$ cat src/verilog/cpuPkg.sv
`default_nettype none

package cpuPkg;

  // ==================================================
  // widths
  // ==================================================
  typedef logic [31:0] word_t;
  typedef logic [4:0] regAddr_t;

  localparam int MEM_WORDS = 256;
  typedef logic [$clog2(MEM_WORDS)-1:0] memIdx_t;

  typedef logic [3:0] aluOp_t;
  typedef logic [1:0] wbSel_t;
  typedef logic [1:0] fwdSel_t;
  typedef logic [1:0] hazard_t;

  // ==================================================
  // opcodes
  // ==================================================
  localparam logic [6:0] OP_REG = 7'b0110011;
  localparam logic [6:0] OP_IMM = 7'b0010011;
  localparam logic [6:0] OP_LUI = 7'b0110111;
  localparam logic [6:0] OP_LOAD = 7'b0000011;
  localparam logic [6:0] OP_STORE = 7'b0100011;
  localparam logic [6:0] OP_BRANCH = 7'b1100011;
  localparam logic [6:0] OP_JAL = 7'b1101111;
  localparam logic [6:0] OP_SYSTEM = 7'b1110011;

  // addi x0, x0, 0
  localparam word_t INST_NOP = 32'h0000_0013;

  localparam aluOp_t ALU_ADD = 4'd0;
  localparam aluOp_t ALU_SUB = 4'd1;
  localparam aluOp_t ALU_AND = 4'd2;
  localparam aluOp_t ALU_OR = 4'd3;
  localparam aluOp_t ALU_XOR = 4'd4;
  localparam aluOp_t ALU_SLL = 4'd5;
  localparam aluOp_t ALU_SRL = 4'd6;
  localparam aluOp_t ALU_SRA = 4'd7;
  localparam aluOp_t ALU_SLT = 4'd8;
  localparam aluOp_t ALU_SLTU = 4'd9;
  localparam aluOp_t ALU_PASSB = 4'd10;

  localparam wbSel_t WB_ALU = 2'd0;
  localparam wbSel_t WB_MEM = 2'd1;
  localparam wbSel_t WB_PC4 = 2'd2;

  localparam fwdSel_t FWD_NONE = 2'd0;
  localparam fwdSel_t FWD_MEM = 2'd1;
  localparam fwdSel_t FWD_WB = 2'd2;

  localparam hazard_t HZ_NONE = 2'd0;
  localparam hazard_t HZ_STALL = 2'd1;
  localparam hazard_t HZ_FLUSH = 2'd2;

  // stage register payloads: words, then rd/aluOp, then flags
  localparam int ID_EX_WIDTH = 4 * 32 + 5 + 4 + 2 + 3 + 8;
  localparam int EX_MEM_WIDTH = 3 * 32 + 2 + 4;
  localparam int MEM_WB_WIDTH = 3 * 32 + 2 + 2;

  typedef enum logic {
    CORE_RUN,
    CORE_HALT
  } coreState_t;

endpackage

`default_nettype wire

$ cat src/verilog/pipeReg.sv
`timescale 1ns/100ps
`default_nettype none

module pipeReg #(
  parameter int WIDTH = 32,
  parameter logic [WIDTH-1:0] RESET_VALUE = '0
) (
  input  wire                  clk,
  input  wire                  rst,
  input  wire cpuPkg::hazard_t hazard_i,
  input  wire                  stallable_i,
  input  wire [WIDTH-1:0]      d_i,
  output logic [WIDTH-1:0]     q_o
);

  always_ff @(posedge clk) begin
    if (rst || hazard_i == cpuPkg::HZ_FLUSH) begin
      q_o <= RESET_VALUE;
    end else if (hazard_i == cpuPkg::HZ_STALL) begin
      // stallable stages hold, the stage behind them takes a bubble
      if (!stallable_i) begin
        q_o <= RESET_VALUE;
      end
    end else begin
      q_o <= d_i;
    end
  end

endmodule

`default_nettype wire

$ cat config.mk
export PLATFORM = sky130hd
export DESIGN_NAME = pipeReg
export DESIGN_NICKNAME = d
export VERILOG_FILES = /design/src/verilog/cpuPkg.sv /design/src/verilog/pipeReg.sv
export SDC_FILE = /design/constraint.sdc
export NUM_CORES = 1
export LEC_CHECK = 0
export BUFFER_PORTS_ARGS = -buffer_cell sky130_fd_sc_hd__buf_2
export CAP_MARGIN = 20
export CORE_ASPECT_RATIO = 1.1
export CORE_MARGIN = 2
export CORE_UTILIZATION = 48
export DETAILED_ROUTE_END_ITERATION = 8
export GPL_TIMING_DRIVEN = 0
export PLACE_DENSITY = 0.8
export SLEW_MARGIN = 20
export SYNTH_ARGS = -nofsm -noshare
export SYNTH_HDL_FRONTEND = slang
export SYNTH_SLANG_ARGS = --single-unit
$ cat constraint.sdc
create_clock -name clk -period 0.9 [get_ports clk]
set_input_delay 0.135 -clock clk [delete_from_list [all_inputs] [get_ports clk]]
set_output_delay 0.135 -clock clk [all_outputs]
set_load 0.05 [all_outputs]
# == Word level (Yosys, flattened, before mapping) ==
# Index checks and enable logic that the tools add are counted.
# word_totals
output_inout_bits,32
word_cells,7
register_bits,32
# op_classes
n_eq_ne,3
n_reduce_logical,1
muxes,2
# ops
op,count
32-bit two-way mux,2
"2-bit by 1-bit equality test with 1-bit output, second input constant",1
"2-bit equality test, second input constant",1
"2-bit != test, second input constant",1
1-bit logical OR,1

# == Depth between registers and ports, before layout ==
# depth
depth_word,2
ltp_mapped,4
ltp_nobuf,2

# == Worst setup path before layout ==
# No wires, ideal clock.
# synth_timing
kind,register to register
from,register q_o[0] (netlist name)
to,register q_o[0]
slack_ps,-81
n_path_buf,0
arrival_time_ps,907
path_stages_with_launch,3
t_required_ps,826
path_cell_list,dfxtp_1 -> nand4b_1 -> a31oi_1
# synth_rtl
element,line_no,source
to (signal assigned),pipeReg.sv:25,q_o <= d_i;
to (decl),pipeReg.sv:13,output logic [WIDTH-1:0] q_o

# == Worst setup path in the final report ==
# layout_timing
from,register q_o[0]
to,output port q_o[0]
# No word-level cell between the ends.

==> results.cfg <==
[setup_path]
critical_path_arrival_ps = 870
cp.required_ps = 760
worst-path-max-fanout = 2
worst_r2r_end = q_o[5]$_SDFFE_PP0P_
reg2reg_from = q_o[5]$_SDFFE_PP0P_
ff2ff_path_depth = 4
cp-end-kind = output pin
reg2reg_slack_ps = 20
cpLargestDelayFamily = flip-flops
type_of_the_worst_setup_path = flop to output pin
critical-path-slowest-cell = dfxtp_2
crit_path_start_kind = flop
path_cells = buf_8
critPathMaxStageDelay_ps = 380
worst-path-buf-inv = 1

[floorplan]
width_of_the_die_um = 60.6
initial_utilization = 0.504
die_area_sq_mm = 0.00402
ios = 69
floorplan.die.height_um = 66.3
num_rows = 22
area_of_the_core_region_sq_mm = 0.00336

[clock_network]
cts_root_buffer = clkbuf_4
cts_htree_levels = 2
clk_path_buf_depth = 2
tritoncts_clock_tree = done
tritoncts_num_sinks = 32
clock_insertion_delay_worst_skew_ps = 340
numCtsBuffers = 5
clk_transition_reported_paths_ps = 100

[global_route]
antenna_violations_before_repair = 0
grt_use_total = 0.271
final_global_route_overflow_total = 0
globalRouteMet1Util = 0.342
global_route.usage.met3 = 0.0646
busiest_layer = met2
first_global_vias = 1818
grt_first_pass_wirelength_um = 8360
met2_usage = 0.438
grt_max_degree = 11

[power]
report.power.total_mw = 3.44
vdd.ir_drop.worst_mv = 0.678
power_per_cell_area_mw_per_mm2 = 1330
total_leakage_power_nw = 1.02

[layout]
final_net_count = 309
insertedDiodeCount = 0
registers.top_by_ff_count = q_o
flip_flop_count_of_the_largest_register_all_copies_and_words_added = 32
share_of_cells_above_drive_strength_1 = 0.498
area_delta_synth_final_pct = 53.1
reg.largest.list = q_o: 32 flops

[detailed_routing]
routedWlPerCell_um = 16.4
ant_nets = 0
drtPass1Iterations = 4
vias = 1930
dr.first_iter.drc_count = 197
route.detailed.drc = 0
routed_wirelength_um = 5270
routed_via_density = 6.01

[placement]
portBuffers = 67
place.detailed.hpwl_um = 3280
routabilityCongestion = 0.797
pre_cts_slack_ps = -196

[job]
cap_viol_max_count = 0

[sta]
rsz0062_at_grt = true
fin_ws_ps = -100
finalHoldViolCount = 0
setup_violations = 32
timing.clock.skew_ps = 0
timing.hold.ws_ps = 14.4
period_needed_ps = 1000
relSlewSlack = 0.683
slew_violations = 0
achievable-frequency_mhz = 1000
timing_worst_slew_pin_value_ps = 475
part_of_the_cycle_the_worst_path_needs = 1.11

[synth]
synthesis.instances = 186
ys_ff_latch = 32
synth.yosys.seq_area_share = 0.378
ys.warnings.count = 0
mappedNetlistArea_sq_mm = 0.00169
synth_cell_type_count = 8
syn_nets = 223
synthesis.area_per_instance_sq_um = 9.10

[outcome]
status = finished, violations left
failed_checks = negative setup slack

[worst_hold_path]
hold_end = q_o[25]$_SDFFE_PP0P_
worst_hold_path_type = input port to flop
min_path_cells = 2
hold_path.startpoint = rst
## layer usage
metal / vias up / wire (um)
li1: 910 / -
met4: 0 / 127
met5: - / 0
met3: 16 / 378
met1: 918 / 2160
met2: 86 / 2600
## cell usage after synthesis (all sizes together)
| cell | instances | area, sq um |
|---|---|---|
| nand4b | 32 | 280 |
| dfxtp | 32 | 641 |
| or3b | 32 | 280 |
| clkbuf | 9 | 33.8 |
| nand3 | 32 | 160 |
| a31oi | 32 | 200 |
| buf | 17 | 97.6 |
## metrics by stage
step                instances   util  setup TNS [ps]  area, sq um
floorplan                 186      -               0         1730
global placement          301  0.634           -4350         2130
detailed placement        301  0.634           -4600         2130
CTS                       317  0.744           -2500         2500
global route              321  0.772           -3440         2590
finish                    321  0.772           -2460         2590
## where the power goes
part           leakage, nW  internal (mW)  total [mW]  switching [mW]
Combinational        0.704          0.426       0.983           0.557
Sequential           0.275           1.51        1.57          0.0682
Clock               0.0380          0.371       0.881           0.510
## cell families after synthesis
group / synth area share
AOI/OAI and AO/OA: 0.118
buffers and inverters: 0.0776
DFF: 0.378
and+or+nand+nor: 0.426
## layout make-up
| class | instances | area [sq um] |
|---|---|---|
| plain buffers | 26 | 133 |
| clock buffers | 6 | 51.3 |
| clock inverters | 2 | 10.0 |
| fillers | 246 | 766 |
| multi-input cells | 128 | 921 |
| flip-flops and latches | 32 | 681 |
| well taps | 48 | 60.1 |
| repair buffers | 79 | 737 |
## how the worst max path moves through the flow
| stage | depth (start not counted) | start | end | slack (ps) |
|---|---|---|---|---|
| final | 1 | q_o[0]$_SDFFE_PP0P_ | q_o[0] | -100 |
| after global routing | 1 | q_o[0]$_SDFFE_PP0P_ | q_o[0] | -130 |
| after CTS | 1 | q_o[0]$_SDFFE_PP0P_ | q_o[0] | -100 |
| after detailed placement | 4 | stallable_i | q_o[31]$_SDFFE_PP0P_ | -200 |
| after global placement | 4 | stallable_i | q_o[22]$_SDFFE_PP0P_ | -190 |
| after floorplan | 2 | q_o[0]$_SDFFE_PP0P_ | q_o[0]$_SDFFE_PP0P_ | 80 |
## repair_timing
action	4_1_cts	5_1_grt
endpoints found under the setup margin	32	33
hold buffers	1	0
gates resized for setup	76	19
pin swaps	0	2
buffers inserted	7	4
endpoints found under the hold margin	1	0
## cell usage in the layout, fill, tap and decap left out
| cell type | n |
|---|---|
| clkbuf_1 | 8 |
| nand4b_1 | 32 |
| clkbuf_8 | 1 |
| clkinv_2 | 2 |
| clkbuf_4 | 5 |
| buf_4 | 16 |
| buf_8 | 29 |
| dfxtp_2 | 32 |
| buf_2 | 47 |
| clkbuf_2 | 1 |
| buf_6 | 3 |
| dlygate4sd3_1 | 1 |
| nand3_1 | 32 |
| a31oi_1 | 32 |
| or3b_1 | 32 |
Power figures use the tool's default switching activity.
