<file path="config.mk">
export PLATFORM = sky130hd
export DESIGN_NAME = regFile
export DESIGN_NICKNAME = d
export VERILOG_FILES = /design/src/verilog/cpuPkg.sv /design/src/verilog/regFile.sv
export SDC_FILE = /design/constraint.sdc
export NUM_CORES = 2
export LEC_CHECK = 0
export BUFFER_PORTS_ARGS = -buffer_cell sky130_fd_sc_hd__buf_2
export CAP_MARGIN = 10
export CELL_PAD_IN_SITES_DETAIL_PLACEMENT = 2
export CELL_PAD_IN_SITES_GLOBAL_PLACEMENT = 2
export CORE_MARGIN = 2
export CORE_UTILIZATION = 25
export DETAILED_ROUTE_END_ITERATION = 12
export PLACE_DENSITY_LB_ADDON = 0.1
export SYNTH_ARGS = -nofsm -noshare
export SYNTH_HDL_FRONTEND = slang
export SYNTH_SLANG_ARGS = --single-unit
</file>
<file path="constraint.sdc">
create_clock -name clk -period 7.4 [get_ports clk]
set_input_delay 1.48 -clock clk [delete_from_list [all_inputs] [get_ports clk]]
set_output_delay 1.48 -clock clk [all_outputs]
set_load 0.005 [all_outputs]
</file>
<file path="src/verilog/cpuPkg.sv">
`default_nettype none

package cpuPkg;

  // ==================================================
  // widths
  // ==================================================
  typedef logic [31:0] word_t;
  typedef logic [4:0] regAddr_t;

  localparam int MEM_WORDS = 256;
  typedef logic [$clog2(MEM_WORDS)-1:0] memIdx_t;

  typedef logic [3:0] aluOp_t;
  typedef logic [1:0] wbSel_t;
  typedef logic [1:0] fwdSel_t;
  typedef logic [1:0] hazard_t;

  // ==================================================
  // opcodes
  // ==================================================
  localparam logic [6:0] OP_REG = 7'b0110011;
  localparam logic [6:0] OP_IMM = 7'b0010011;
  localparam logic [6:0] OP_LUI = 7'b0110111;
  localparam logic [6:0] OP_LOAD = 7'b0000011;
  localparam logic [6:0] OP_STORE = 7'b0100011;
  localparam logic [6:0] OP_BRANCH = 7'b1100011;
  localparam logic [6:0] OP_JAL = 7'b1101111;
  localparam logic [6:0] OP_SYSTEM = 7'b1110011;

  // addi x0, x0, 0
  localparam word_t INST_NOP = 32'h0000_0013;

  localparam aluOp_t ALU_ADD = 4'd0;
  localparam aluOp_t ALU_SUB = 4'd1;
  localparam aluOp_t ALU_AND = 4'd2;
  localparam aluOp_t ALU_OR = 4'd3;
  localparam aluOp_t ALU_XOR = 4'd4;
  localparam aluOp_t ALU_SLL = 4'd5;
  localparam aluOp_t ALU_SRL = 4'd6;
  localparam aluOp_t ALU_SRA = 4'd7;
  localparam aluOp_t ALU_SLT = 4'd8;
  localparam aluOp_t ALU_SLTU = 4'd9;
  localparam aluOp_t ALU_PASSB = 4'd10;

  localparam wbSel_t WB_ALU = 2'd0;
  localparam wbSel_t WB_MEM = 2'd1;
  localparam wbSel_t WB_PC4 = 2'd2;

  localparam fwdSel_t FWD_NONE = 2'd0;
  localparam fwdSel_t FWD_MEM = 2'd1;
  localparam fwdSel_t FWD_WB = 2'd2;

  localparam hazard_t HZ_NONE = 2'd0;
  localparam hazard_t HZ_STALL = 2'd1;
  localparam hazard_t HZ_FLUSH = 2'd2;

  // stage register payloads: words, then rd/aluOp, then flags
  localparam int ID_EX_WIDTH = 4 * 32 + 5 + 4 + 2 + 3 + 8;
  localparam int EX_MEM_WIDTH = 3 * 32 + 2 + 4;
  localparam int MEM_WB_WIDTH = 3 * 32 + 2 + 2;

  typedef enum logic {
    CORE_RUN,
    CORE_HALT
  } coreState_t;

endpackage

`default_nettype wire

</file>
<file path="src/verilog/regFile.sv">
`timescale 1ns/100ps
`default_nettype none

module regFile (
  input  wire                   clk,
  input  wire                   rst,
  input  wire cpuPkg::regAddr_t rdAddr1_i,
  input  wire cpuPkg::regAddr_t rdAddr2_i,
  output cpuPkg::word_t         rdData1_o,
  output cpuPkg::word_t         rdData2_o,
  input  wire                   wrEn_i,
  input  wire cpuPkg::regAddr_t wrAddr_i,
  input  wire cpuPkg::word_t    wrData_i,
  input  wire cpuPkg::regAddr_t dbgAddr_i,
  output cpuPkg::word_t         dbgData_o
);

  cpuPkg::word_t regs [32];

  always_ff @(posedge clk) begin
    if (rst) begin
      for (int i = 0; i < 32; i++) begin
        regs[i] <= '0;
      end
    end else if (wrEn_i && wrAddr_i != '0) begin
      regs[wrAddr_i] <= wrData_i;
    end
  end

  // writeback in the same cycle goes straight to decode
  assign rdData1_o = (rdAddr1_i == '0) ? '0 :
                     (wrEn_i && wrAddr_i == rdAddr1_i) ? wrData_i : regs[rdAddr1_i];
  assign rdData2_o = (rdAddr2_i == '0) ? '0 :
                     (wrEn_i && wrAddr_i == rdAddr2_i) ? wrData_i : regs[rdAddr2_i];

  // debug view has no bypass
  assign dbgData_o = regs[dbgAddr_i];

endmodule

`default_nettype wire
</file>
# After elaboration in Yosys (flattened, before gate mapping)
# Memory sizes are Yosys's and may differ from the RTL's.
# Cells that the tools add are included.
# totals
ramBits,1024
romBits,0
word_cells,22
mem_count,1
regBits,0
latch_bits,0
output_inout_bits,96
# memory_table
name,depth,width,rd,rd_ports_with_merged_regs,wr,line,source
regs,32,32,3,0,32,regFile.sv:18,cpuPkg::word_t regs [32];
# classes
muxes,12
add_sub_neg,0
shift,0
n_eq_ne,2
n_reduce_logical,7
multipliers,0
magnitude_cmp,0
bitwise,0
div,0
# ops
cell,count
$mux 32,5
$reduce_or 32->1,1
$eq 5x5->1,2
$logic_not 5->1,2
$mux 1,6
$mux 5,1
$reduce_bool 5->1,1
$logic_and 1x1->1,3

# Depth between registers and ports, before layout
# depth
word_depth,7
mapped_depth,10

# Least setup slack after synthesis
# No wires, ideal clock.
# synth_timing
kind,input -> output
start,in rdAddr1_i[0]
end,out rdData1_o[16]
arrival_time_ps,3281
cell_stages,8
slack_ps,2639
cell_sequence,buf_4 > buf_6 > buf_6 > buf_2 > mux4_2 > a22oi_1 > a21oi_1 > a221o_1
# synth_between
elab_chain_len,4
# synth_rtl
element,line,source
from (decl),regFile.sv:7,"input wire cpuPkg::regAddr_t rdAddr1_i,"
branches (longest 3 deep; another with $mem_v2 32x32),n/a,
$mux 32 (*),regFile.sv:31,assign rdData1_o = (rdAddr1_i == '0) ? '0 :
to (decl),regFile.sv:9,"output cpuPkg::word_t rdData1_o,"
# Every way passes the cells marked *.

# Worst setup path in the final report
# layout_timing
start,in rdAddr1_i[2]
end,out rdData1_o[13]
# The elaborated chain is that of the path after synthesis.

==> impl_metrics.csv <==
group,metric,value,unit
critical_path,slowest_delay,0.60,ns
synthesis,synth.largest_area_cell,"edfxtp_1",
timing,fin_ws,1.240,ns
clocking,cts_root_buffer,"clkbuf_16",
floorplan,rows,183,
synthesis,synth_edf_count,1024,
drt,final_antenna_net_count,0,
critical_path,worstSetupPathType,"in2out",
global_routing,grt_pass1_vias,43820,
layout,top_register,"regs",
synthesis,yosysSeqAreaShare,0.4949,
drt,met1_length,146600,um
placement,placed_area,0.06719,mm^2
critical_path,cp_top_family,"simple AND/OR/NAND/NOR gates",
timing,setup_viol,0,
critical_path,path_common_cell,"buf_4",
global_routing,grt-ovfl-total,0,
synthesis,yosysTopAreaCellShare,0.4949,
placement,hpwl,194000,um
critical_path,crit_arrival,4.68,ns
clocking,cts_resized,0,
critical_path,setup.worst_path.start_class,"input pin",
critical_path,crit_required,5.92,ns
floorplan,initial_core_util,0.2506,
pwr,power_density,228.1,mW/mm^2
synthesis,yosys-top-cells-area,"edfxtp_1 49%, mux4_2 28%, and2_1 10%",
clocking,cts_buffers,141,
critical_path,cp_slowest_cell,"buf_4",
placement,dpl_worst_slack,1.271,ns
synthesis,synth_seq_cells,1024,
synthesis,yosys_most_used_dff,"edfxtp_1",
clocking,clockBufferDepth,3,
timing,tns,0,ns
clocking,cts_setup_buffers,0,
global_routing,grt_max_degree,102,
synthesis,async_reset_ff_frac,0,
clocking,cts.sinks,1024,
synthesis,syn_area_per_cell,15.42,um^2
timing,hold_viol,0,
floorplan,die-area,0.2525,mm^2
timing,worst_pin_slew,1.166,ns
critical_path,path_buf_inv,3,
timing,fmax,162.3,MHz
layout,largest_reg_flops,1024,
global_routing,grt_usage,0.2648,
critical_path,worstPathMaxFanout,30,
layout,drive_gt1_frac,0.3384,
drt,wl_per_cell,44.92,um
drt,drt_wl_total,337300,um
drt,drc,0,
min_path,hold_path.class,"in2reg",
floorplan,io_pins,151,
synthesis,yosysWarnings,0,
floorplan,fp.dieH,502.5,um
critical_path,crit_chain,"buf_4, xnor2_1, nand4_1, or2_2, nor2b_4, buf_4, a211o_1, buf_2",
drt,first_iter_violations,4973,
layout,area_growth,15.21,%
synthesis,syn_inst,4028,
timing,min_period_over_period,0.8324,
global_routing,antenna_found_initial,66,
drt,wl_met2,160600,um
run,drv_cap,0,
floorplan,coreArea,0.2480,mm^2
clocking,cts.clk_slew.worst_paths,0.06,ns
floorplan,die_w,502.5,um
timing,final_max_slew_viol_count,0,
drt,routed.top_layer,"met5",
synthesis,syn_area,0.06213,mm^2
layout,stdcell_area,0.07158,mm^2
status,outcome,"finished clean",
layout,layout.nets,4097,
timing,rsz0062_at_grt,"no",
layout,fill_cells,25420,
critical_path,critPathCaptureType,"output pin",
clocking,cts-htree-levels,4,
layout,largestRegisters,"regs: 1024 flops",
drt,avgViaCountPerCell,5.743,
global_routing,grt_pass1_wl,442900,um
placement,port_buffers,150,
pwr,ir_drop,0.1462,mV
drt,vias,43130,
pwr,total_leakage_power,23.51,nW
timing,slew_headroom,0.2224,
clocking,hold_buffers,0,
drt,drt_first_pass_iters,6,
placement,gp_congestion,0.7821,
clocking,cts_tree,"built",
timing,period_needed,6.160,ns
drt,wl_met3,19840,um
synthesis,synth_cell_types,50,
[kinds of logic (layout without fill, tap and decap cells)]
kind of cell              Yosys count  in the layout  synth area share
muxes                             935            935            0.3096
xor gates and xnor gates           10             10          0.001410
and+or+nand+nor                  1213           1213            0.1168
DFF                              1024           1024            0.4949
buffers and inverters             470            554           0.03281
AOI/OAI and AO/OA                 375            375           0.04444
other                               1             68        0.00006036
[layer usage]
layer	track usage	vias to the layer above
met5	0	-
met4	0.07882	6
met3	0.02906	426
met2	0.4341	1929
met1	0.3684	24550
li1	-	16220
[worst paths after layout]
path	startpoint	endpoint	slack, ns	depth (start not counted)
setup / recovery	rdAddr1_i[2]	rdData1_o[13]	1.24	8
hold / removal	rst	regs[0][14]$_SDFFCE_PN0P_	1.28	1
[stage by stage]
stage	util	total power, mW	hold WS [ns]	cells
after CTS	0.2883	16.48	1.225	7473
after global placement	0.2709	9.728	2.097	7228
after global routing	0.2883	16.77	1.262	7478
after floorplan	-	8.450	1.678	4059
after detailed placement	0.2709	9.745	2.099	7229
final	0.2887	16.33	1.278	7509
[layout by cell type (no fill, tap or decap), drive strengths merged, types with 5 or more instances in the layout]
cell type and n:
o211ai 12, a22o 10, o21ai 10, nand4 5
a221o 20, o221a 8, clkbuf 172, nand2 35
and2 995, nor2 107, diode 36, bufinv 7
mux2i 116, or2 34, xnor2 8, conb 32
clkinv 59, nor2b 9, nand3b 6, buf 308
a32o 32, inv 8, mux4 786, o21a 5
a21oi 29, a2111oi 5, a22oi 86, o221ai 7
a221oi 9, o22ai 132, edfxtp 1024, mux2 33
[power by group]
part	switching [mW]	internal [mW]
sequential	0.242	6.72
clock	2.86	3.84
combinational	1.58	1.08
[Yosys cell counts (all sizes together), types with 4 or more instances]
| library cell | n |
|---|---|
| a221o | 20 |
| nand3 | 4 |
| o21ai | 10 |
| nand3b | 6 |
| and2 | 995 |
| or2 | 34 |
| mux2 | 33 |
| nor2b | 9 |
| mux4 | 786 |
| nor2 | 107 |
| a22oi | 86 |
| o221ai | 7 |
| a2111oi | 5 |
| or3b | 4 |
| a21oi | 29 |
| o21a | 5 |
| a32o | 32 |
| buf | 132 |
| o22a | 4 |
| a22o | 10 |
| xnor2 | 8 |
| edfxtp | 1024 |
| nand2b | 4 |
| o211ai | 12 |
| o22ai | 132 |
| mux2i | 116 |
| nand4 | 5 |
| clkbuf | 336 |
| o221a | 8 |
| a221oi | 9 |
| nand2 | 35 |
[cell type report]
type	instances	area (um^2)	share of cell area
diodes	36	90.09	0.001259
clock buffers	172	3772	0.05270
clock inverters	72	530.5	0.007412
inverters	2	7.507	0.0001049
multi-input cells	2565	29880	0.4174
flip-flops and latches	1024	30750	0.4296
well taps	3330	4167	0.05821
repair buffers	308	2384	0.03330
Power figures use the tool's default switching activity.
