File: config.mk
export PLATFORM = sky130hd
export DESIGN_NAME = hazardUnit
export DESIGN_NICKNAME = d
export VERILOG_FILES = /design/src/verilog/cpuPkg.sv /design/src/verilog/hazardUnit.sv
export SDC_FILE = /design/constraint.sdc
export NUM_CORES = 1
export LEC_CHECK = 0
export ABC_AREA = 1
export BUFFER_PORTS_ARGS = -buffer_cell sky130_fd_sc_hd__buf_2
export CELL_PAD_IN_SITES_DETAIL_PLACEMENT = 0
export CELL_PAD_IN_SITES_GLOBAL_PLACEMENT = 1
export CORE_MARGIN = 1
export CORE_UTILIZATION = 22
export CTS_CLUSTER_SIZE = 10
export DETAILED_ROUTE_END_ITERATION = 7
export PLACE_DENSITY_LB_ADDON = 0.1
export SLEW_MARGIN = 20
export SYNTH_ARGS = -nofsm -noshare
export SYNTH_HDL_FRONTEND = slang
export SYNTH_SLANG_ARGS = --single-unit
File: constraint.sdc
create_clock -name clk -period 0.9 [get_ports clk]
set_input_delay 0.045 -clock clk [delete_from_list [all_inputs] [get_ports clk]]
set_output_delay 0.045 -clock clk [all_outputs]
set_load 0.05 [all_outputs]
File: src/verilog/cpuPkg.sv
`default_nettype none

package cpuPkg;

  // ==================================================
  // widths
  // ==================================================
  typedef logic [31:0] word_t;
  typedef logic [4:0] regAddr_t;

  localparam int MEM_WORDS = 256;
  typedef logic [$clog2(MEM_WORDS)-1:0] memIdx_t;

  typedef logic [3:0] aluOp_t;
  typedef logic [1:0] wbSel_t;
  typedef logic [1:0] fwdSel_t;
  typedef logic [1:0] hazard_t;

  // ==================================================
  // opcodes
  // ==================================================
  localparam logic [6:0] OP_REG = 7'b0110011;
  localparam logic [6:0] OP_IMM = 7'b0010011;
  localparam logic [6:0] OP_LUI = 7'b0110111;
  localparam logic [6:0] OP_LOAD = 7'b0000011;
  localparam logic [6:0] OP_STORE = 7'b0100011;
  localparam logic [6:0] OP_BRANCH = 7'b1100011;
  localparam logic [6:0] OP_JAL = 7'b1101111;
  localparam logic [6:0] OP_SYSTEM = 7'b1110011;

  // addi x0, x0, 0
  localparam word_t INST_NOP = 32'h0000_0013;

  localparam aluOp_t ALU_ADD = 4'd0;
  localparam aluOp_t ALU_SUB = 4'd1;
  localparam aluOp_t ALU_AND = 4'd2;
  localparam aluOp_t ALU_OR = 4'd3;
  localparam aluOp_t ALU_XOR = 4'd4;
  localparam aluOp_t ALU_SLL = 4'd5;
  localparam aluOp_t ALU_SRL = 4'd6;
  localparam aluOp_t ALU_SRA = 4'd7;
  localparam aluOp_t ALU_SLT = 4'd8;
  localparam aluOp_t ALU_SLTU = 4'd9;
  localparam aluOp_t ALU_PASSB = 4'd10;

  localparam wbSel_t WB_ALU = 2'd0;
  localparam wbSel_t WB_MEM = 2'd1;
  localparam wbSel_t WB_PC4 = 2'd2;

  localparam fwdSel_t FWD_NONE = 2'd0;
  localparam fwdSel_t FWD_MEM = 2'd1;
  localparam fwdSel_t FWD_WB = 2'd2;

  localparam hazard_t HZ_NONE = 2'd0;
  localparam hazard_t HZ_STALL = 2'd1;
  localparam hazard_t HZ_FLUSH = 2'd2;

  // stage register payloads: words, then rd/aluOp, then flags
  localparam int ID_EX_WIDTH = 4 * 32 + 5 + 4 + 2 + 3 + 8;
  localparam int EX_MEM_WIDTH = 3 * 32 + 2 + 4;
  localparam int MEM_WB_WIDTH = 3 * 32 + 2 + 2;

  typedef enum logic {
    CORE_RUN,
    CORE_HALT
  } coreState_t;

endpackage

`default_nettype wire

File: src/verilog/hazardUnit.sv
`timescale 1ns/100ps
`default_nettype none

module hazardUnit (
  input  wire                   clk,
  input  wire                   rst,
  input  wire cpuPkg::regAddr_t idRs1_i,
  input  wire cpuPkg::regAddr_t idRs2_i,
  input  wire cpuPkg::regAddr_t exRd_i,
  input  wire                   exMemRead_i,
  input  wire cpuPkg::regAddr_t exRs1_i,
  input  wire cpuPkg::regAddr_t exRs2_i,
  input  wire cpuPkg::regAddr_t memRd_i,
  input  wire                   memRegWrite_i,
  input  wire cpuPkg::regAddr_t wbRd_i,
  input  wire                   wbRegWrite_i,
  input  wire                   wbEcall_i,
  input  wire                   taken_i,
  output cpuPkg::hazard_t       hazard_o,
  output cpuPkg::fwdSel_t       fwdA_o,
  output cpuPkg::fwdSel_t       fwdB_o,
  output logic                  halted_o
);

  cpuPkg::coreState_t state;
  logic loadUse;

  always_ff @(posedge clk) begin
    if (rst) begin
      state <= cpuPkg::CORE_RUN;
    end else if (wbEcall_i) begin
      state <= cpuPkg::CORE_HALT;
    end
  end

  assign halted_o = state == cpuPkg::CORE_HALT;

  // load in EX feeding the instruction in decode
  assign loadUse = exMemRead_i && exRd_i != '0 &&
                   (exRd_i == idRs1_i || exRd_i == idRs2_i);

  always_comb begin
    if (halted_o || wbEcall_i || taken_i) begin
      hazard_o = cpuPkg::HZ_FLUSH;
    end else if (loadUse) begin
      hazard_o = cpuPkg::HZ_STALL;
    end else begin
      hazard_o = cpuPkg::HZ_NONE;
    end
  end

  // newest producer wins
  function automatic cpuPkg::fwdSel_t pickSrc(cpuPkg::regAddr_t rs);
    if (rs == '0) begin
      return cpuPkg::FWD_NONE;
    end else if (memRegWrite_i && memRd_i == rs) begin
      return cpuPkg::FWD_MEM;
    end else if (wbRegWrite_i && wbRd_i == rs) begin
      return cpuPkg::FWD_WB;
    end
    return cpuPkg::FWD_NONE;
  endfunction

  assign fwdA_o = pickSrc(exRs1_i);
  assign fwdB_o = pickSrc(exRs2_i);

endmodule

`default_nettype wire

# Word level (Yosys, flattened, before mapping)
# Cells that the tools add are included.
dict set report op_classes {
  n_mux 16
  eq_ne 6
  reduce_logical 12
}
# op n
set op_table {}
lappend op_table {{5-bit equality test} 6}
lappend op_table {{2-bit two-way mux} 9}
lappend op_table {{5-bit logical NOT} 2}
lappend op_table {{1-bit two-way mux} 7}
lappend op_table {{1-bit logical AND} 6}
lappend op_table {{5-bit nonzero test} 1}
lappend op_table {{1-bit logical OR} 3}
dict set report word_totals {
  in_bits 42
  wordCells 35
  reg_bits 1
  output_inout_bits 7
}

# Depth between registers and ports, before layout
dict set report depth {
  word_depth 6
  depth_mapped 6
  depth_no_buf 6
}

# Least setup slack after synthesis
# Ideal clock, no wire load.
dict set report synth_path {
  path_kind {reg2out}
  from {reg state, in the netlist halted_o}
  to {out hazard_o[0]}
  path_stages_with_launch 4
  t_required_ns 0.855
  slack_ns -0.468
  n_path_buf 0
  t_arrival_ns 1.323
  cell_sequence {dfxtp_1 -> nor3_1 -> nand3_1 -> a21oi_2}
}
dict set report synth_via {
  elab_chain_len 3
}
# item line_no
set synth_rtl {}
lappend synth_rtl {{from (decl)} hazardUnit.sv:25} ;# cpuPkg::coreState_t state;
lappend synth_rtl {{from (signal assigned)} hazardUnit.sv:30} ;# state <= cpuPkg::CORE_RUN;
lappend synth_rtl {{from (signal assigned)} hazardUnit.sv:32} ;# state <= cpuPkg::CORE_HALT;
lappend synth_rtl {{1-bit logical OR (2 in a row)} hazardUnit.sv:43} ;# if (halted_o || wbEcall_i || taken_i) begin
lappend synth_rtl {{2-bit two-way mux} hazardUnit.sv:43}
lappend synth_rtl {{to (decl)} hazardUnit.sv:19} ;# output cpuPkg::hazard_t hazard_o,
# Every way passes these cells.

# Worst setup path after layout
dict set report layout_path {
  from {in exRd_i[0]}
  to {out hazard_o[0]}
}
dict set report layout_via {
  elab_chain_len 5
}
# item line_no
set layout_rtl {}
lappend layout_rtl {{from (decl)} hazardUnit.sv:9} ;# input wire cpuPkg::regAddr_t exRd_i,
lappend layout_rtl {{5-bit equality test / 5-bit nonzero test (equally long branches)} {hazardUnit.sv:40, hazardUnit.sv:39}}
lappend layout_rtl {{1-bit logical OR / 1-bit logical AND (equally long branches)} {hazardUnit.sv:40, hazardUnit.sv:39}}
lappend layout_rtl {{1-bit logical AND *} hazardUnit.sv:39} ;# assign loadUse = exMemRead_i && exRd_i != '0 &&
lappend layout_rtl {{1-bit two-way mux *} hazardUnit.sv:45} ;# end else if (loadUse) begin
lappend layout_rtl {{2-bit two-way mux *} hazardUnit.sv:43}
# Mark *: on every way between the ends. The rest lies on a longest branch, timed or not.

==> metrics.log <==
[metrics] terminus of the critical flop-to-flop path: halted_o$_SDFFE_PP0P_
[metrics] count of antenna-violating nets left after detailed routing: 0
[metrics] depth of the worst register-to-register path: 3
[metrics] die extent in x: 55.3 um
[metrics] synthesized netlist net count: around 170
[metrics] worst hold endpoint: halted_o$_SDFFE_PP0P_
[metrics] result of the run: finished, violations left
[metrics] Mean Syn Cell Area: around 4.8 um^2
[metrics] crit-path max FO: 3
[metrics] Antenna Cells: 0
[metrics] Synth area leader: sky130_fd_sc_hd__nand2_1
[metrics] residual overflow from global routing: 0
[metrics] clock group share of total power: 0%
[metrics] Max-Cap Viols: 0
[metrics] proportion of power drawn by combinational gates: roughly nine tenths
[metrics] setup repair after global routing missed its margin: true
[metrics] insertion delay of the later-clocked pin in the worst-skew pair: 0 ps
[metrics] die outline area: 3050 um^2
[metrics] number of hold violations in the final report: 0
[metrics] worst reg-to-reg setup slack: 200 ps
[metrics] final-layout worst hold slack: a little under 200 ps
[metrics] Netlist Area Pre-Place: about 620 um^2
[metrics] pin slew with the least headroom to its limit: approximately 250 ps
[metrics] peak supply drop: 343 uV
[metrics] first drt pass iteration count: 4
[metrics] number of flip-flops under the largest register name: 1
[metrics] placer congestion estimate: 0.763
[metrics] part of the Yosys area used for sequential elements: 3.21%
[metrics] number of max-slew violations in the final report: 0
[metrics] Peak Freq: 1090 MHz
[metrics] fraction of power consumed by sequential logic: under 10%
[metrics] area fraction of the dominant cell type after synthesis: between 20 and 30%
[metrics] total cell area at the placement stage: 1000 um^2
[metrics] arrival time worst endpoint: 870 ps
[metrics] number of input and output port buffers inserted: 48
[metrics] distinct cell type count of the synthesized netlist: 18
[metrics] Worst Setup Slack, final: -19.9 ps
[metrics] number of buffers added to fix hold violations after cts: 0
[metrics] count of nets after finishing: 230
[metrics] floorplan core area: 2570 um^2
[metrics] vias in the first global route: approximately 830
[metrics] filler cell count in the final layout: 292
[metrics] leakage power: roughly 0.68 nW
[metrics] Synth Register Bits: 1
[metrics] crit path launch type: primary input
[metrics] critical register-to-register path startpoint: halted_o$_SDFFE_PP0P_
[metrics] share of post-route cells with drive strength above 1: 54.3%
[metrics] total number of yosys warnings: 0
[metrics] worst-case headroom to the max-slew limit: between 80% and 90%
[metrics] Pwr per Cell Area: about 460 nW/um^2
[metrics] WL final: a little under 2000 um
[metrics] Initial Utilization: 24.3%
[metrics] Design Area, Final: 1250 um^2
[metrics] DRC marker count from the first detailed-route iteration: 11
[metrics] average routed wire per standard cell: 8.93 um
[metrics] power spent charging and discharging nets: between 0.2 and 0.3 mW
[metrics] via count of the routed design: 908
[metrics] Worst Hold Class: in2reg
[metrics] violations in the final reports: negative setup slack
[metrics] residual DRC count: 0
[metrics] clock transition at the registers of the reported paths: 0 ps
[metrics] class of the most critical setup path: in2out
[metrics] final worst path period share: 102%
[metrics] floorplan row count: 18
[metrics] cells after synthesis: 129
[metrics] die height: between 50 and 60 um
[metrics] startpoint of the most critical hold path: rst
[metrics] share of total power consumed by net switching: between 40% and 50%
[metrics] routed via count divided by cell count: about 4.2
[metrics] HPWL reported at the end of detailed placement: 1700 um
[metrics] post-route minimum period: 920 ps
[metrics] kind of end point of the critical path: primary output
[metrics] hold path cells: 2
[metrics] cell-internal power: 0.309 mW
[metrics] combined global-route utilization of all metal layers: 12.8%
[metrics] antenna violations before repair: 0
[metrics] I/O pins: 49
[metrics] final setup violating endpoints: 2
[metrics] maximum number of pins on one net before global-route repair: 5
[metrics] critical path required time: ~850 ps
[metrics] wire length of the first global-routing pass: 3340 um
[metrics] top cells by area in the synthesized netlist: sky130_fd_sc_hd__nand2_1, sky130_fd_sc_hd__inv_1, sky130_fd_sc_hd__xnor2_1, sky130_fd_sc_hd__nor2_1, sky130_fd_sc_hd__nor3_2
[metrics] signed area change from the synthesized netlist to the final layout: 100%
[metrics] final worst clock skew: 0 ps
==> critical path, cell delays in order <==
cell                      delay, ps
sky130_fd_sc_hd__buf_4          120
sky130_fd_sc_hd__xor2_1         130
sky130_fd_sc_hd__nor2_1         140
sky130_fd_sc_hd__nand3_2        110
sky130_fd_sc_hd__a21oi_4        150
sky130_fd_sc_hd__buf_6          170
==> routing by layer <==
metal / global-route usage (%) / wire length, um
met5: 0 / 0
met4: 0 / 0
met3: 1.41 / 123
met2: 22.5 / 922
met1: 17.9 / 881
==> cell type report <==
cell class | count | area [um^2] | area share (%)
multi-input combinational | 98 | 619 | 49.5
tap | 30 | 37.5 | 3.00
timing repair buffer | 57 | 444 | 35.5
inverter | 30 | 125 | 10.0
sequential | 1 | 23.8 | 1.90
==> how the worst max path moves through the flow <==
| stage | from | to | cells past startpoint |
|---|---|---|---|
| global placement | halted_o$_SDFFE_PP0P_ | hazard_o[0] | 4 |
| detailed placement | halted_o$_SDFFE_PP0P_ | hazard_o[0] | 4 |
| CTS | exRs1_i[1] | fwdA_o[0] | 7 |
| floorplan | halted_o$_SDFFE_PP0P_ | hazard_o[0] | 3 |
| global route | exRs2_i[0] | fwdB_o[1] | 8 |
| finish | exRd_i[0] | hazard_o[0] | 6 |
==> synth_stat cells (all sizes together) <==
cell     n
nand4    5
o211ai   1
a21oi    3
xnor2    8
nor3     6
nand3    7
xor2     1
nand3b   2
nor2    14
or2      2
inv     30
nand2   49
dfxtp    1
==> cells by family (layout without fill, tap and decap cells) <==
group	count (synthesis)	in the layout	synth area share, %
AO/OA/AOI/OAI	4	4	4.21
AND/OR/NAND/NOR	85	85	61.9
XOR/XNOR	9	9	12.6
flip-flops	1	1	3.21
buffers and inverters	30	87	18.0
==> stage by stage <==
stage,instances,setup WS [ps],util [%],TNS (ps),power [mW]
after floorplan,129,-127,-,-127,0.273
after global placement,215,-132,39.0,-588,0.466
after global routing,216,-108,48.7,-356,0.637
after detailed placement,215,-147,39.0,-607,0.468
final,216,-19.9,48.7,-22.3,0.580
after CTS,216,-26.0,46.1,-56.0,0.549
==> power by group through the flow <==
| stage | clock network [mW] | registers [mW] | logic, mW |
|---|---|---|---|
| 5_1_grt | 0 | 0.0512 | 0.586 |
| 3_5_place_dp | 0 | 0.0498 | 0.418 |
| 3_3_place_gp | 0 | 0.0496 | 0.416 |
| 2_1_floorplan | 0 | 0.0618 | 0.211 |
| 4_1_cts | 0 | 0.0509 | 0.498 |
| 6_report | 0 | 0.0508 | 0.530 |
==> placed cells by master (no fill, tap or decap), types with 3 or more instances in the layout <==
cell	instances
sky130_fd_sc_hd__nor3_4	4
sky130_fd_sc_hd__buf_8	5
sky130_fd_sc_hd__nand4_1	4
sky130_fd_sc_hd__buf_6	13
sky130_fd_sc_hd__xnor2_1	4
sky130_fd_sc_hd__buf_2	28
sky130_fd_sc_hd__inv_2	11
sky130_fd_sc_hd__buf_4	11
sky130_fd_sc_hd__nor2_1	8
sky130_fd_sc_hd__nor2_2	5
sky130_fd_sc_hd__xnor2_2	4
sky130_fd_sc_hd__nand2_1	44
sky130_fd_sc_hd__nand3_2	4
sky130_fd_sc_hd__inv_4	3
sky130_fd_sc_hd__nand2_2	5
sky130_fd_sc_hd__inv_1	15
sky130_fd_sc_hd__nand3_1	3
==> repair_timing <==
item / in CTS / in global routing
endpoints found under the hold margin: 0 / 0
buffers inserted: 1 / 0
gates resized for setup: 46 / 24
endpoints found under the setup margin: 5 / 5
cloned: 0 / 0
pin swaps: 25 / 26
No activity file was read; power rests on OpenSTA's default activity.
