[src/verilog/cpuPkg.sv]
`default_nettype none

package cpuPkg;

  // ==================================================
  // widths
  // ==================================================
  typedef logic [31:0] word_t;
  typedef logic [4:0] regAddr_t;

  localparam int MEM_WORDS = 256;
  typedef logic [$clog2(MEM_WORDS)-1:0] memIdx_t;

  typedef logic [3:0] aluOp_t;
  typedef logic [1:0] wbSel_t;
  typedef logic [1:0] fwdSel_t;
  typedef logic [1:0] hazard_t;

  // ==================================================
  // opcodes
  // ==================================================
  localparam logic [6:0] OP_REG = 7'b0110011;
  localparam logic [6:0] OP_IMM = 7'b0010011;
  localparam logic [6:0] OP_LUI = 7'b0110111;
  localparam logic [6:0] OP_LOAD = 7'b0000011;
  localparam logic [6:0] OP_STORE = 7'b0100011;
  localparam logic [6:0] OP_BRANCH = 7'b1100011;
  localparam logic [6:0] OP_JAL = 7'b1101111;
  localparam logic [6:0] OP_SYSTEM = 7'b1110011;

  // addi x0, x0, 0
  localparam word_t INST_NOP = 32'h0000_0013;

  localparam aluOp_t ALU_ADD = 4'd0;
  localparam aluOp_t ALU_SUB = 4'd1;
  localparam aluOp_t ALU_AND = 4'd2;
  localparam aluOp_t ALU_OR = 4'd3;
  localparam aluOp_t ALU_XOR = 4'd4;
  localparam aluOp_t ALU_SLL = 4'd5;
  localparam aluOp_t ALU_SRL = 4'd6;
  localparam aluOp_t ALU_SRA = 4'd7;
  localparam aluOp_t ALU_SLT = 4'd8;
  localparam aluOp_t ALU_SLTU = 4'd9;
  localparam aluOp_t ALU_PASSB = 4'd10;

  localparam wbSel_t WB_ALU = 2'd0;
  localparam wbSel_t WB_MEM = 2'd1;
  localparam wbSel_t WB_PC4 = 2'd2;

  localparam fwdSel_t FWD_NONE = 2'd0;
  localparam fwdSel_t FWD_MEM = 2'd1;
  localparam fwdSel_t FWD_WB = 2'd2;

  localparam hazard_t HZ_NONE = 2'd0;
  localparam hazard_t HZ_STALL = 2'd1;
  localparam hazard_t HZ_FLUSH = 2'd2;

  // stage register payloads: words, then rd/aluOp, then flags
  localparam int ID_EX_WIDTH = 4 * 32 + 5 + 4 + 2 + 3 + 8;
  localparam int EX_MEM_WIDTH = 3 * 32 + 2 + 4;
  localparam int MEM_WB_WIDTH = 3 * 32 + 2 + 2;

  typedef enum logic {
    CORE_RUN,
    CORE_HALT
  } coreState_t;

endpackage

`default_nettype wire

[src/verilog/decodeStage.sv]
`timescale 1ns/100ps
`default_nettype none

module decodeStage (
  input  wire cpuPkg::word_t inst_i,
  output cpuPkg::regAddr_t   rs1_o,
  output cpuPkg::regAddr_t   rs2_o,
  output cpuPkg::regAddr_t   rd_o,
  output cpuPkg::word_t      imm_o,
  output cpuPkg::aluOp_t     aluOp_o,
  output logic               aluSrcImm_o,
  output logic               aluSrcPc_o,
  output logic               memRead_o,
  output logic               memWrite_o,
  output logic               regWrite_o,
  output cpuPkg::wbSel_t     wbSel_o,
  output logic               isBranch_o,
  output logic [2:0]         brFunct3_o,
  output logic               isJal_o,
  output logic               isEcall_o
);

  logic [6:0] opcode;
  logic [2:0] funct3;
  cpuPkg::aluOp_t fieldOp;
  cpuPkg::word_t immI, immS, immB, immU, immJ;

  assign opcode = inst_i[6:0];
  assign funct3 = inst_i[14:12];
  assign brFunct3_o = funct3;

  assign immI = {{20{inst_i[31]}}, inst_i[31:20]};
  assign immS = {{20{inst_i[31]}}, inst_i[31:25], inst_i[11:7]};
  assign immB = {{19{inst_i[31]}}, inst_i[31], inst_i[7], inst_i[30:25], inst_i[11:8], 1'b0};
  assign immU = {inst_i[31:12], 12'b0};
  assign immJ = {{11{inst_i[31]}}, inst_i[31], inst_i[19:12], inst_i[20], inst_i[30:21], 1'b0};

  // ALU op from funct3, bit 30 picks SUB and SRA
  always_comb begin
    case (funct3)
      3'b000: fieldOp = (opcode == cpuPkg::OP_REG && inst_i[30]) ? cpuPkg::ALU_SUB
                                                                    : cpuPkg::ALU_ADD;
      3'b001: fieldOp = cpuPkg::ALU_SLL;
      3'b010: fieldOp = cpuPkg::ALU_SLT;
      3'b011: fieldOp = cpuPkg::ALU_SLTU;
      3'b100: fieldOp = cpuPkg::ALU_XOR;
      3'b101: fieldOp = inst_i[30] ? cpuPkg::ALU_SRA : cpuPkg::ALU_SRL;
      3'b110: fieldOp = cpuPkg::ALU_OR;
      default: fieldOp = cpuPkg::ALU_AND;
    endcase
  end

  always_comb begin
    // unknown opcodes fall out as a nop
    rs1_o = '0;
    rs2_o = '0;
    rd_o = inst_i[11:7];
    imm_o = '0;
    aluOp_o = cpuPkg::ALU_ADD;
    aluSrcImm_o = 1'b0;
    aluSrcPc_o = 1'b0;
    memRead_o = 1'b0;
    memWrite_o = 1'b0;
    regWrite_o = 1'b0;
    wbSel_o = cpuPkg::WB_ALU;
    isBranch_o = 1'b0;
    isJal_o = 1'b0;
    isEcall_o = 1'b0;
    case (opcode)
      cpuPkg::OP_REG: begin
        rs1_o = inst_i[19:15];
        rs2_o = inst_i[24:20];
        aluOp_o = fieldOp;
        regWrite_o = 1'b1;
      end
      cpuPkg::OP_IMM: begin
        rs1_o = inst_i[19:15];
        imm_o = immI;
        aluSrcImm_o = 1'b1;
        aluOp_o = fieldOp;
        regWrite_o = 1'b1;
      end
      cpuPkg::OP_LUI: begin
        imm_o = immU;
        aluSrcImm_o = 1'b1;
        aluOp_o = cpuPkg::ALU_PASSB;
        regWrite_o = 1'b1;
      end
      cpuPkg::OP_LOAD: begin
        rs1_o = inst_i[19:15];
        imm_o = immI;
        aluSrcImm_o = 1'b1;
        memRead_o = 1'b1;
        regWrite_o = 1'b1;
        wbSel_o = cpuPkg::WB_MEM;
      end
      cpuPkg::OP_STORE: begin
        rs1_o = inst_i[19:15];
        rs2_o = inst_i[24:20];
        imm_o = immS;
        aluSrcImm_o = 1'b1;
        memWrite_o = 1'b1;
      end
      cpuPkg::OP_BRANCH: begin
        rs1_o = inst_i[19:15];
        rs2_o = inst_i[24:20];
        imm_o = immB;
        isBranch_o = 1'b1;
      end
      cpuPkg::OP_JAL: begin
        imm_o = immJ;
        aluSrcPc_o = 1'b1;
        aluSrcImm_o = 1'b1;
        isJal_o = 1'b1;
        regWrite_o = 1'b1;
        wbSel_o = cpuPkg::WB_PC4;
      end
      cpuPkg::OP_SYSTEM: isEcall_o = 1'b1;
      default: ;
    endcase
    // x0 is never written
    if (rd_o == '0) begin
      regWrite_o = 1'b0;
    end
  end

endmodule

`default_nettype wire

[config.mk]
export PLATFORM = sky130hd
export DESIGN_NAME = decodeStage
export DESIGN_NICKNAME = d
export VERILOG_FILES = /design/src/verilog/cpuPkg.sv /design/src/verilog/decodeStage.sv
export SDC_FILE = /design/constraint.sdc
export NUM_CORES = 1
export LEC_CHECK = 0
export BUFFER_PORTS_ARGS = -buffer_cell sky130_fd_sc_hd__buf_2
export CAP_MARGIN = 20
export CORE_ASPECT_RATIO = 1.2
export CORE_UTILIZATION = 42
export DETAILED_ROUTE_END_ITERATION = 12
export MAX_ROUTING_LAYER = met4
export PLACE_DENSITY = 0.91
export SYNTH_ARGS = -nofsm -noshare
export SYNTH_HDL_FRONTEND = slang
export SYNTH_SLANG_ARGS = --single-unit
[constraint.sdc]
create_clock -name vclk -period 4
set_clock_uncertainty 0.2 [all_clocks]
set_input_delay 0.8 -clock vclk [all_inputs]
set_output_delay 0.8 -clock vclk [all_outputs]
set_load 0.01 [all_outputs]
# Yosys cells after proc, flatten, opt, wreduce, memory -nomap -nowiden
# Cells that the tools add are included.
# W data, S select, Z words.
dict set report word_totals {
  inputBits 32
  reg_bits 0
  wordCells 39
  output_inout_bits 64
}
dict set report classes {
  reduce_logical 9
  eq_ne 14
  mux 16
}
# cell count
set ops {}
lappend ops {{$pmux W32 S5} 1}
lappend ops {{$pmux W4 S7} 1}
lappend ops {{$eq A7 B6 Y1 const B} 3}
lappend ops {{$eq A7 B7 Y1 const B} 3}
lappend ops {{$reduce_or A5 Y1} 3}
lappend ops {{$mux W1} 10}
lappend ops {{$mux W5} 2}
lappend ops {{$eq A3 B3 Y1 const B} 3}
lappend ops {{$pmux W4 S2} 1}
lappend ops {{$eq A7 B2 Y1 const B} 1}
lappend ops {{$eq A7 B5 Y1 const B} 1}
lappend ops {{$eq A3 B2 Y1 const B} 2}
lappend ops {{$logic_not A5 Y1} 1}
lappend ops {{$pmux W2 S2} 1}
lappend ops {{$reduce_or A2 Y1} 2}
lappend ops {{$eq A3 B1 Y1 const B} 1}
lappend ops {{$logic_not A3 Y1} 1}
lappend ops {{$reduce_or A3 Y1} 1}
lappend ops {{$logic_and A1 B1 Y1} 1}

# Depth between registers and ports, before layout
# Gate-level depths: netlist of the first run.
dict set report logic_depth {
  word_depth 5
  depth_mapped 6
  mapped_depth_nobuf 3
}

# Worst setup path after synthesis of the first run
# No wires, ideal clock.
dict set report synth_timing {
  path_type {input-to-output}
  startpoint {in inst_i[3]}
  endpoint {out imm_o[0]}
  setup_slack_ns 1.290
  t_required_ns 3.000
  n_path_buf 1
  path_stages 4
  arrival_time_ns 1.710
  path_cell_list {buf_6 nand4bb_1 nor3_1 a32o_1}
}
dict set report synth_between {
  elab_chain_cells 3
  elab_cells_between_ends 8
  classes_between {eq/ne (6); mux (1); reduce/logical (1)}
}
# element line_no
set synth_rtl {}
lappend synth_rtl {{from (decl)} decodeStage.sv:5} ;# input wire cpuPkg::word_t inst_i,
lappend synth_rtl {{$eq A7 B2 Y1 or $eq A7 B5 Y1 (tied branches)} decodeStage.sv:69} ;# case (opcode)
lappend synth_rtl {{$reduce_or A2 Y1 (no source line)} --}
lappend synth_rtl {{$pmux W32 S5 (*)} decodeStage.sv:69}
lappend synth_rtl {{to (decl)} decodeStage.sv:9} ;# output cpuPkg::word_t imm_o,
# Every way passes the cells marked *; elsewhere a longest branch is shown, timed or not.

# Worst setup path after layout of the first run
dict set report layout_timing {
  startpoint {in inst_i[2]}
  endpoint {out imm_o[20]}
}
# Same word-level chain as after synthesis.

==> run metrics, run 1 <==
outcome completed; RSZ-0062 raised after global routing false; crit path cell chain buf_2, and4bb_4, nand3_1, nand3_1, buf_2; Worst VDD drop 0.0323 mV; DRC viols 0; hold buffers post-CTS 0; Worst Hold End rd_o[1]; hold path depth 2; vias 1373; Total GRT Usage 22.4%; endpoints failing setup 0; pwr dens 57.5 nW/um^2; total wire length 3.06 mm; register area 0 sq um; share of cells above drive strength 1 53.0%; YS warnings 0; total grt overflow 0; Cell variety after synth 42; mapped cell area 987 sq um; DR WL met2 1.55 mm; vias per inst 5.56; DP HPWL 2.49 mm; CP peak stage delay 0.48 ns; Setup Crit Path Kind input pin to output port; Core Area 2140 sq um; Worst slew margin 59.6%; Layout Utilization 63.0%; # IOs 96; Rows 18; Least-Margin Pin Slew 0.605 ns; Post-Syn Instances 142; Worst EP required 3.00 ns; Iter 0 DRT Violations 27; first-pass GRT wire length 4.30 mm; crit end category output port; MaxCap Viol Count 0; Wirelength per Cell 12.4 um; DRT Pass-1 Iters 4; die area 2550 sq um; Tmin final 3.27 ns; initial core utilization 46.1%; Seq/Total Area, Yosys 0%; Slowest-stage cell, CP nand3_1; setup_tns 0 ns; leak pwr 0.000953 uW; top routing layer used met3; Area Growth Syn to Fin 36.5%; port bufs 96; number of clock buffers in the layout 0; Pins Over Slew Limit 0; routed length on met1 1.28 mm; area of placed instances 1350 sq um; vias in the first global route 1020; fin nets 251; initial antenna violation count 0; startpoint types input pin; Post-DRT Antenna Nets 0; Max FO, Critical Path 14; mean post-synth cell area 6.95 sq um; Max Clk Rate 0.305 GHz; Resize count post-CTS 0; Final Hold Fails 0; post-CTS setup buffer count 0; final instance area 1350 sq um; Final period util 81.9%; CP arrival 2.27 ns; Post-Syn Nets 174; Die H 55.1 um; min-delay src inst_i[8]; routability cong. 0.809; ANT cells 0; largest net degree at the start of global routing 15; met3 WL 236 um; worst hold path class input pin to output port; chip width 46.3 um; Seq Cell Count 0
critical path: cells and delay by family:
kind	cells	cell delay [ns]
and+or+nand+nor	3	1.18
buffers and inverters	2	0.29
layer usage:
layer | track usage, % | up-vias
met5 | - | -
met4 | 1.96 | 0
met3 | 0.649 | 0
met2 | 42.5 | 79
met1 | 26.9 | 625
li1 | - | 669
cells by family (layout without fill, tap and decap cells):
group / Yosys count / after routing / share of synthesized area, %
buffers and inverters: 24 / 99 / 17.9
AO/OA/AOI/OAI: 31 / 31 / 24.2
AND/OR/NAND/NOR: 87 / 87 / 57.9
layout make-up:
type                       count  area (sq um)
fill                         229           792
inverter                       1          3.75
multi-input combinational    118           811
tap                           30          37.5
timing repair buffer          98           495
synthesized netlist by cell type, drive strengths merged, types with 2 or more instances:
master  instances  area share (%)
a21boi          6             4.6
a21o            8             6.1
a31oi           2             1.3
and2           12             7.6
and3            4             2.5
and3b           3             2.7
buf            22              17
nand2           4             1.5
nand2b          3             1.9
nand3          36              23
nand3b          3             3.5
nand4           4             2.5
nor2            8             3.3
nor3            3             2.0
o21ai           4             2.0
worst max path at each step:
stage / cells after the start / startpoint / slack [ns] / end
final: 5 / inst_i[2] / 0.73 / imm_o[20]
after global routing: 5 / inst_i[2] / 0.60 / imm_o[20]
after floorplan: 4 / inst_i[3] / 1.29 / imm_o[0]
after detailed placement: 5 / inst_i[2] / 0.73 / imm_o[20]
after global placement: 5 / inst_i[2] / 0.76 / imm_o[20]
after CTS: 5 / inst_i[2] / 0.72 / imm_o[20]
cell usage in the layout (no fill, tap or decap), types with 2 or more instances in the layout:
cell type	Yosys	final
and3_1	4	4
buf_4	11	2
nor2_1	7	7
a21boi_1	6	6
o21ai_1	2	2
a21o_1	8	8
nand3_2	10	10
buf_2	6	96
nand2_1	4	4
and3b_1	3	3
nand3_1	26	26
a31oi_1	2	2
o21ai_0	2	2
nand3b_1	2	2
and2_1	12	12
nand2b_1	3	3
nor3_1	2	2
nand4_1	4	4
power breakdown:
| part | total, uW | switching, uW | internal (uW) | leakage [uW] |
|---|---|---|---|---|
| Sequential | 0 | 0 | 0 | 0 |
| Clock | 0 | 0 | 0 | 0 |
| Combinational | 77.4 | 45.2 | 32.2 | 0.000953 |
through the flow:
step	std cells	hold slack, ns	total power, uW	setup slack, ns
global placement	247	1.62	76.7	0.763
finish	247	1.61	77.4	0.726
detailed placement	247	1.61	77.1	0.725
CTS	247	1.61	77.4	0.722
floorplan	142	1.43	48.7	1.29
global route	247	1.63	85.4	0.599
Note: power is estimated with default switching activity, not from simulation.
==> run 2, diff against run 1 <==
- CORE_UTILIZATION: 42 -> 39
- PLACE_DENSITY: 0.91 -> 0.86
- clock period: 4 -> 3.1 ns (I/O delays scaled with it)
==> run 2 against run 1 <==
  * First-iteration DRC count down 37%
  * Worst setup slack worse by 0.38 ns
  * Sequential cell count did not move
==> run metrics, run 2 (synthesized netlist as in run 1, its figures left out) <==
outcome completed (unchanged); Resize count post-CTS 0 (unchanged); Worst EP required 2.28 ns (was 3.00 ns); # IOs 96 (unchanged); post-CTS setup buffer count 0 (unchanged); fin worst setup slack 0.345 ns (was 0.726 ns); leak pwr 0.000962 uW (was 0.000953 uW); vias 1344 (was 1373); worst hold path class input pin to output port (unchanged); Setup Crit Path Kind input pin to output port (unchanged); Post-Place Setup Slack 0.341 ns (was 0.725 ns); Max FO, Critical Path 10 (was 14); DRC viols 0 (unchanged); Wirelength per Cell 12.0 um (was 12.4 um); Area Growth Syn to Fin 38.1% (was 36.5%); total grt overflow 0 (unchanged); initial antenna violation count 0 (unchanged); crit end category output port (unchanged); hold buffers post-CTS 0 (unchanged); most common cell after layout, fill and taps aside buf_2 (unchanged); Worst Hold End rd_o[1] (unchanged); Iter 0 DRT Violations 17 (was 27); Total GRT Usage 22.2% (was 22.4%); number of clock buffers in the layout 0 (unchanged); sw frac 57.9% (was 58.4%); endpoints failing setup 0 (unchanged); Pins Over Slew Limit 0 (unchanged); Gate power share 100.0% (about the same); internal power 42.1 uW (was 32.2 uW); Psw 58.0 uW (was 45.2 uW); MaxCap Viol Count 0 (unchanged); vias in the first global route 1078 (was 1020); Worst slew margin 65.3% (was 59.6%); total wire length 3.00 mm (was 3.06 mm); ANT cells 0 (unchanged); Least-Margin Pin Slew 0.519 ns (was 0.605 ns); pwr dens 73.3 nW/um^2 (was 57.5 nW/um^2); power share of the clock group 0% (about the same); DRT Pass-1 Iters 4 (unchanged); first-pass GRT wire length 4.72 mm (was 4.30 mm); register area 0 sq um (unchanged); port bufs 96 (unchanged); routability cong. 0.827 (was 0.809); startpoint types input pin (unchanged); Max Clk Rate 0.363 GHz; Worst VDD drop 0.0475 mV (was 0.0323 mV); die area 2740 sq um (was 2550 sq um); CP arrival 1.93 ns (was 2.27 ns); Post-DRT Antenna Nets 0 (unchanged); Final period util 88.9%; largest net degree at the start of global routing 15 (unchanged); hold path depth 2 (unchanged); Die H 57.1 um (was 55.1 um); initial core utilization 41.9% (was 46.1%); Rows 19 (was 18); min-delay src inst_i[8] (unchanged); share of cells above drive strength 1 53.4% (was 53.0%); setup_tns 0 ns (unchanged); Core Area 2350 sq um (was 2140 sq um); commonest non-fill, non-tap cells in the layout buf_2 (96), nand3_1 (26), and2_1 (12) (unchanged); Final Hold Fails 0 (unchanged); Seq Cell Count 0 (unchanged); fin nets 253 (was 251); sequential power share 0% (about the same); DP HPWL 2.40 mm (was 2.49 mm); chip width 47.9 um (was 46.3 um); Tmin final 2.75 ns; RSZ-0062 raised after global routing false (unchanged); vias per inst 5.38 (was 5.56)
-- run 2: changes by cell type in the layout (fill, tap and decap cells not counted) --
cell	change
buf_4	+2
-- run 2: power by group through the flow --
stage	sequential [uW]	combinational, uW	clock, uW
3_5_place_dp	0	99.9	0
4_1_cts	0	100	0
2_1_floorplan	0	62.8	0
3_3_place_gp	0	98.3	0
6_report	0	100	0
5_1_grt	0	111	0
-- run 2: critical path: stages --
cell	delay (ns)
buf_2	0.17
nor2b_1	0.47
o211ai_2	0.29
a31oi_1	0.23
buf_2	0.16
-- run 2: worst max-delay path by stage --
stage	from	endpoint	slack, ns
global route	inst_i[5]	imm_o[31]	0.16
global placement	inst_i[5]	imm_o[31]	0.39
floorplan	inst_i[3]	imm_o[0]	0.75
finish	inst_i[5]	imm_o[31]	0.35
detailed placement	inst_i[5]	imm_o[31]	0.34
CTS	inst_i[5]	imm_o[31]	0.33
-- run 2: cell type report --
| type | count | area (sq um) |
|---|---|---|
| fill | 244 | 990 |
| timing repair buffer | 100 | 510 |
| multi-input combinational | 118 | 811 |
| inverter | 1 | 3.75 |
| tap | 31 | 38.8 |
-- run 2: per-layer routing --
layer / wire (um) / track usage, % / up-vias / share of wire [%]
met5: 0 / - / - / 0
met4: 0 / 0.397 / 0 / 0
met3: 216 / 0.633 / 0 / 7.2
met2: 1550 / 37.5 / 65 / 52
met1: 1230 / 30.8 / 609 / 41
li1: - / - / 670 / -
-- run 2: through the flow --
| step | total power [uW] | hold WS, ns | util (%) | cell area (sq um) | cells |
|---|---|---|---|---|---|
| 6_report | 100 | 1.25 | 57.9 | 1360 | 250 |
| 5_1_grt | 111 | 1.27 | 57.9 | 1360 | 250 |
| 4_1_cts | 100 | 1.25 | 57.9 | 1360 | 250 |
| 3_5_place_dp | 99.9 | 1.25 | 57.9 | 1360 | 250 |
| 3_3_place_gp | 98.3 | 1.25 | 57.9 | 1360 | 250 |
| 2_1_floorplan | 62.8 | 1.07 | - | 987 | 142 |
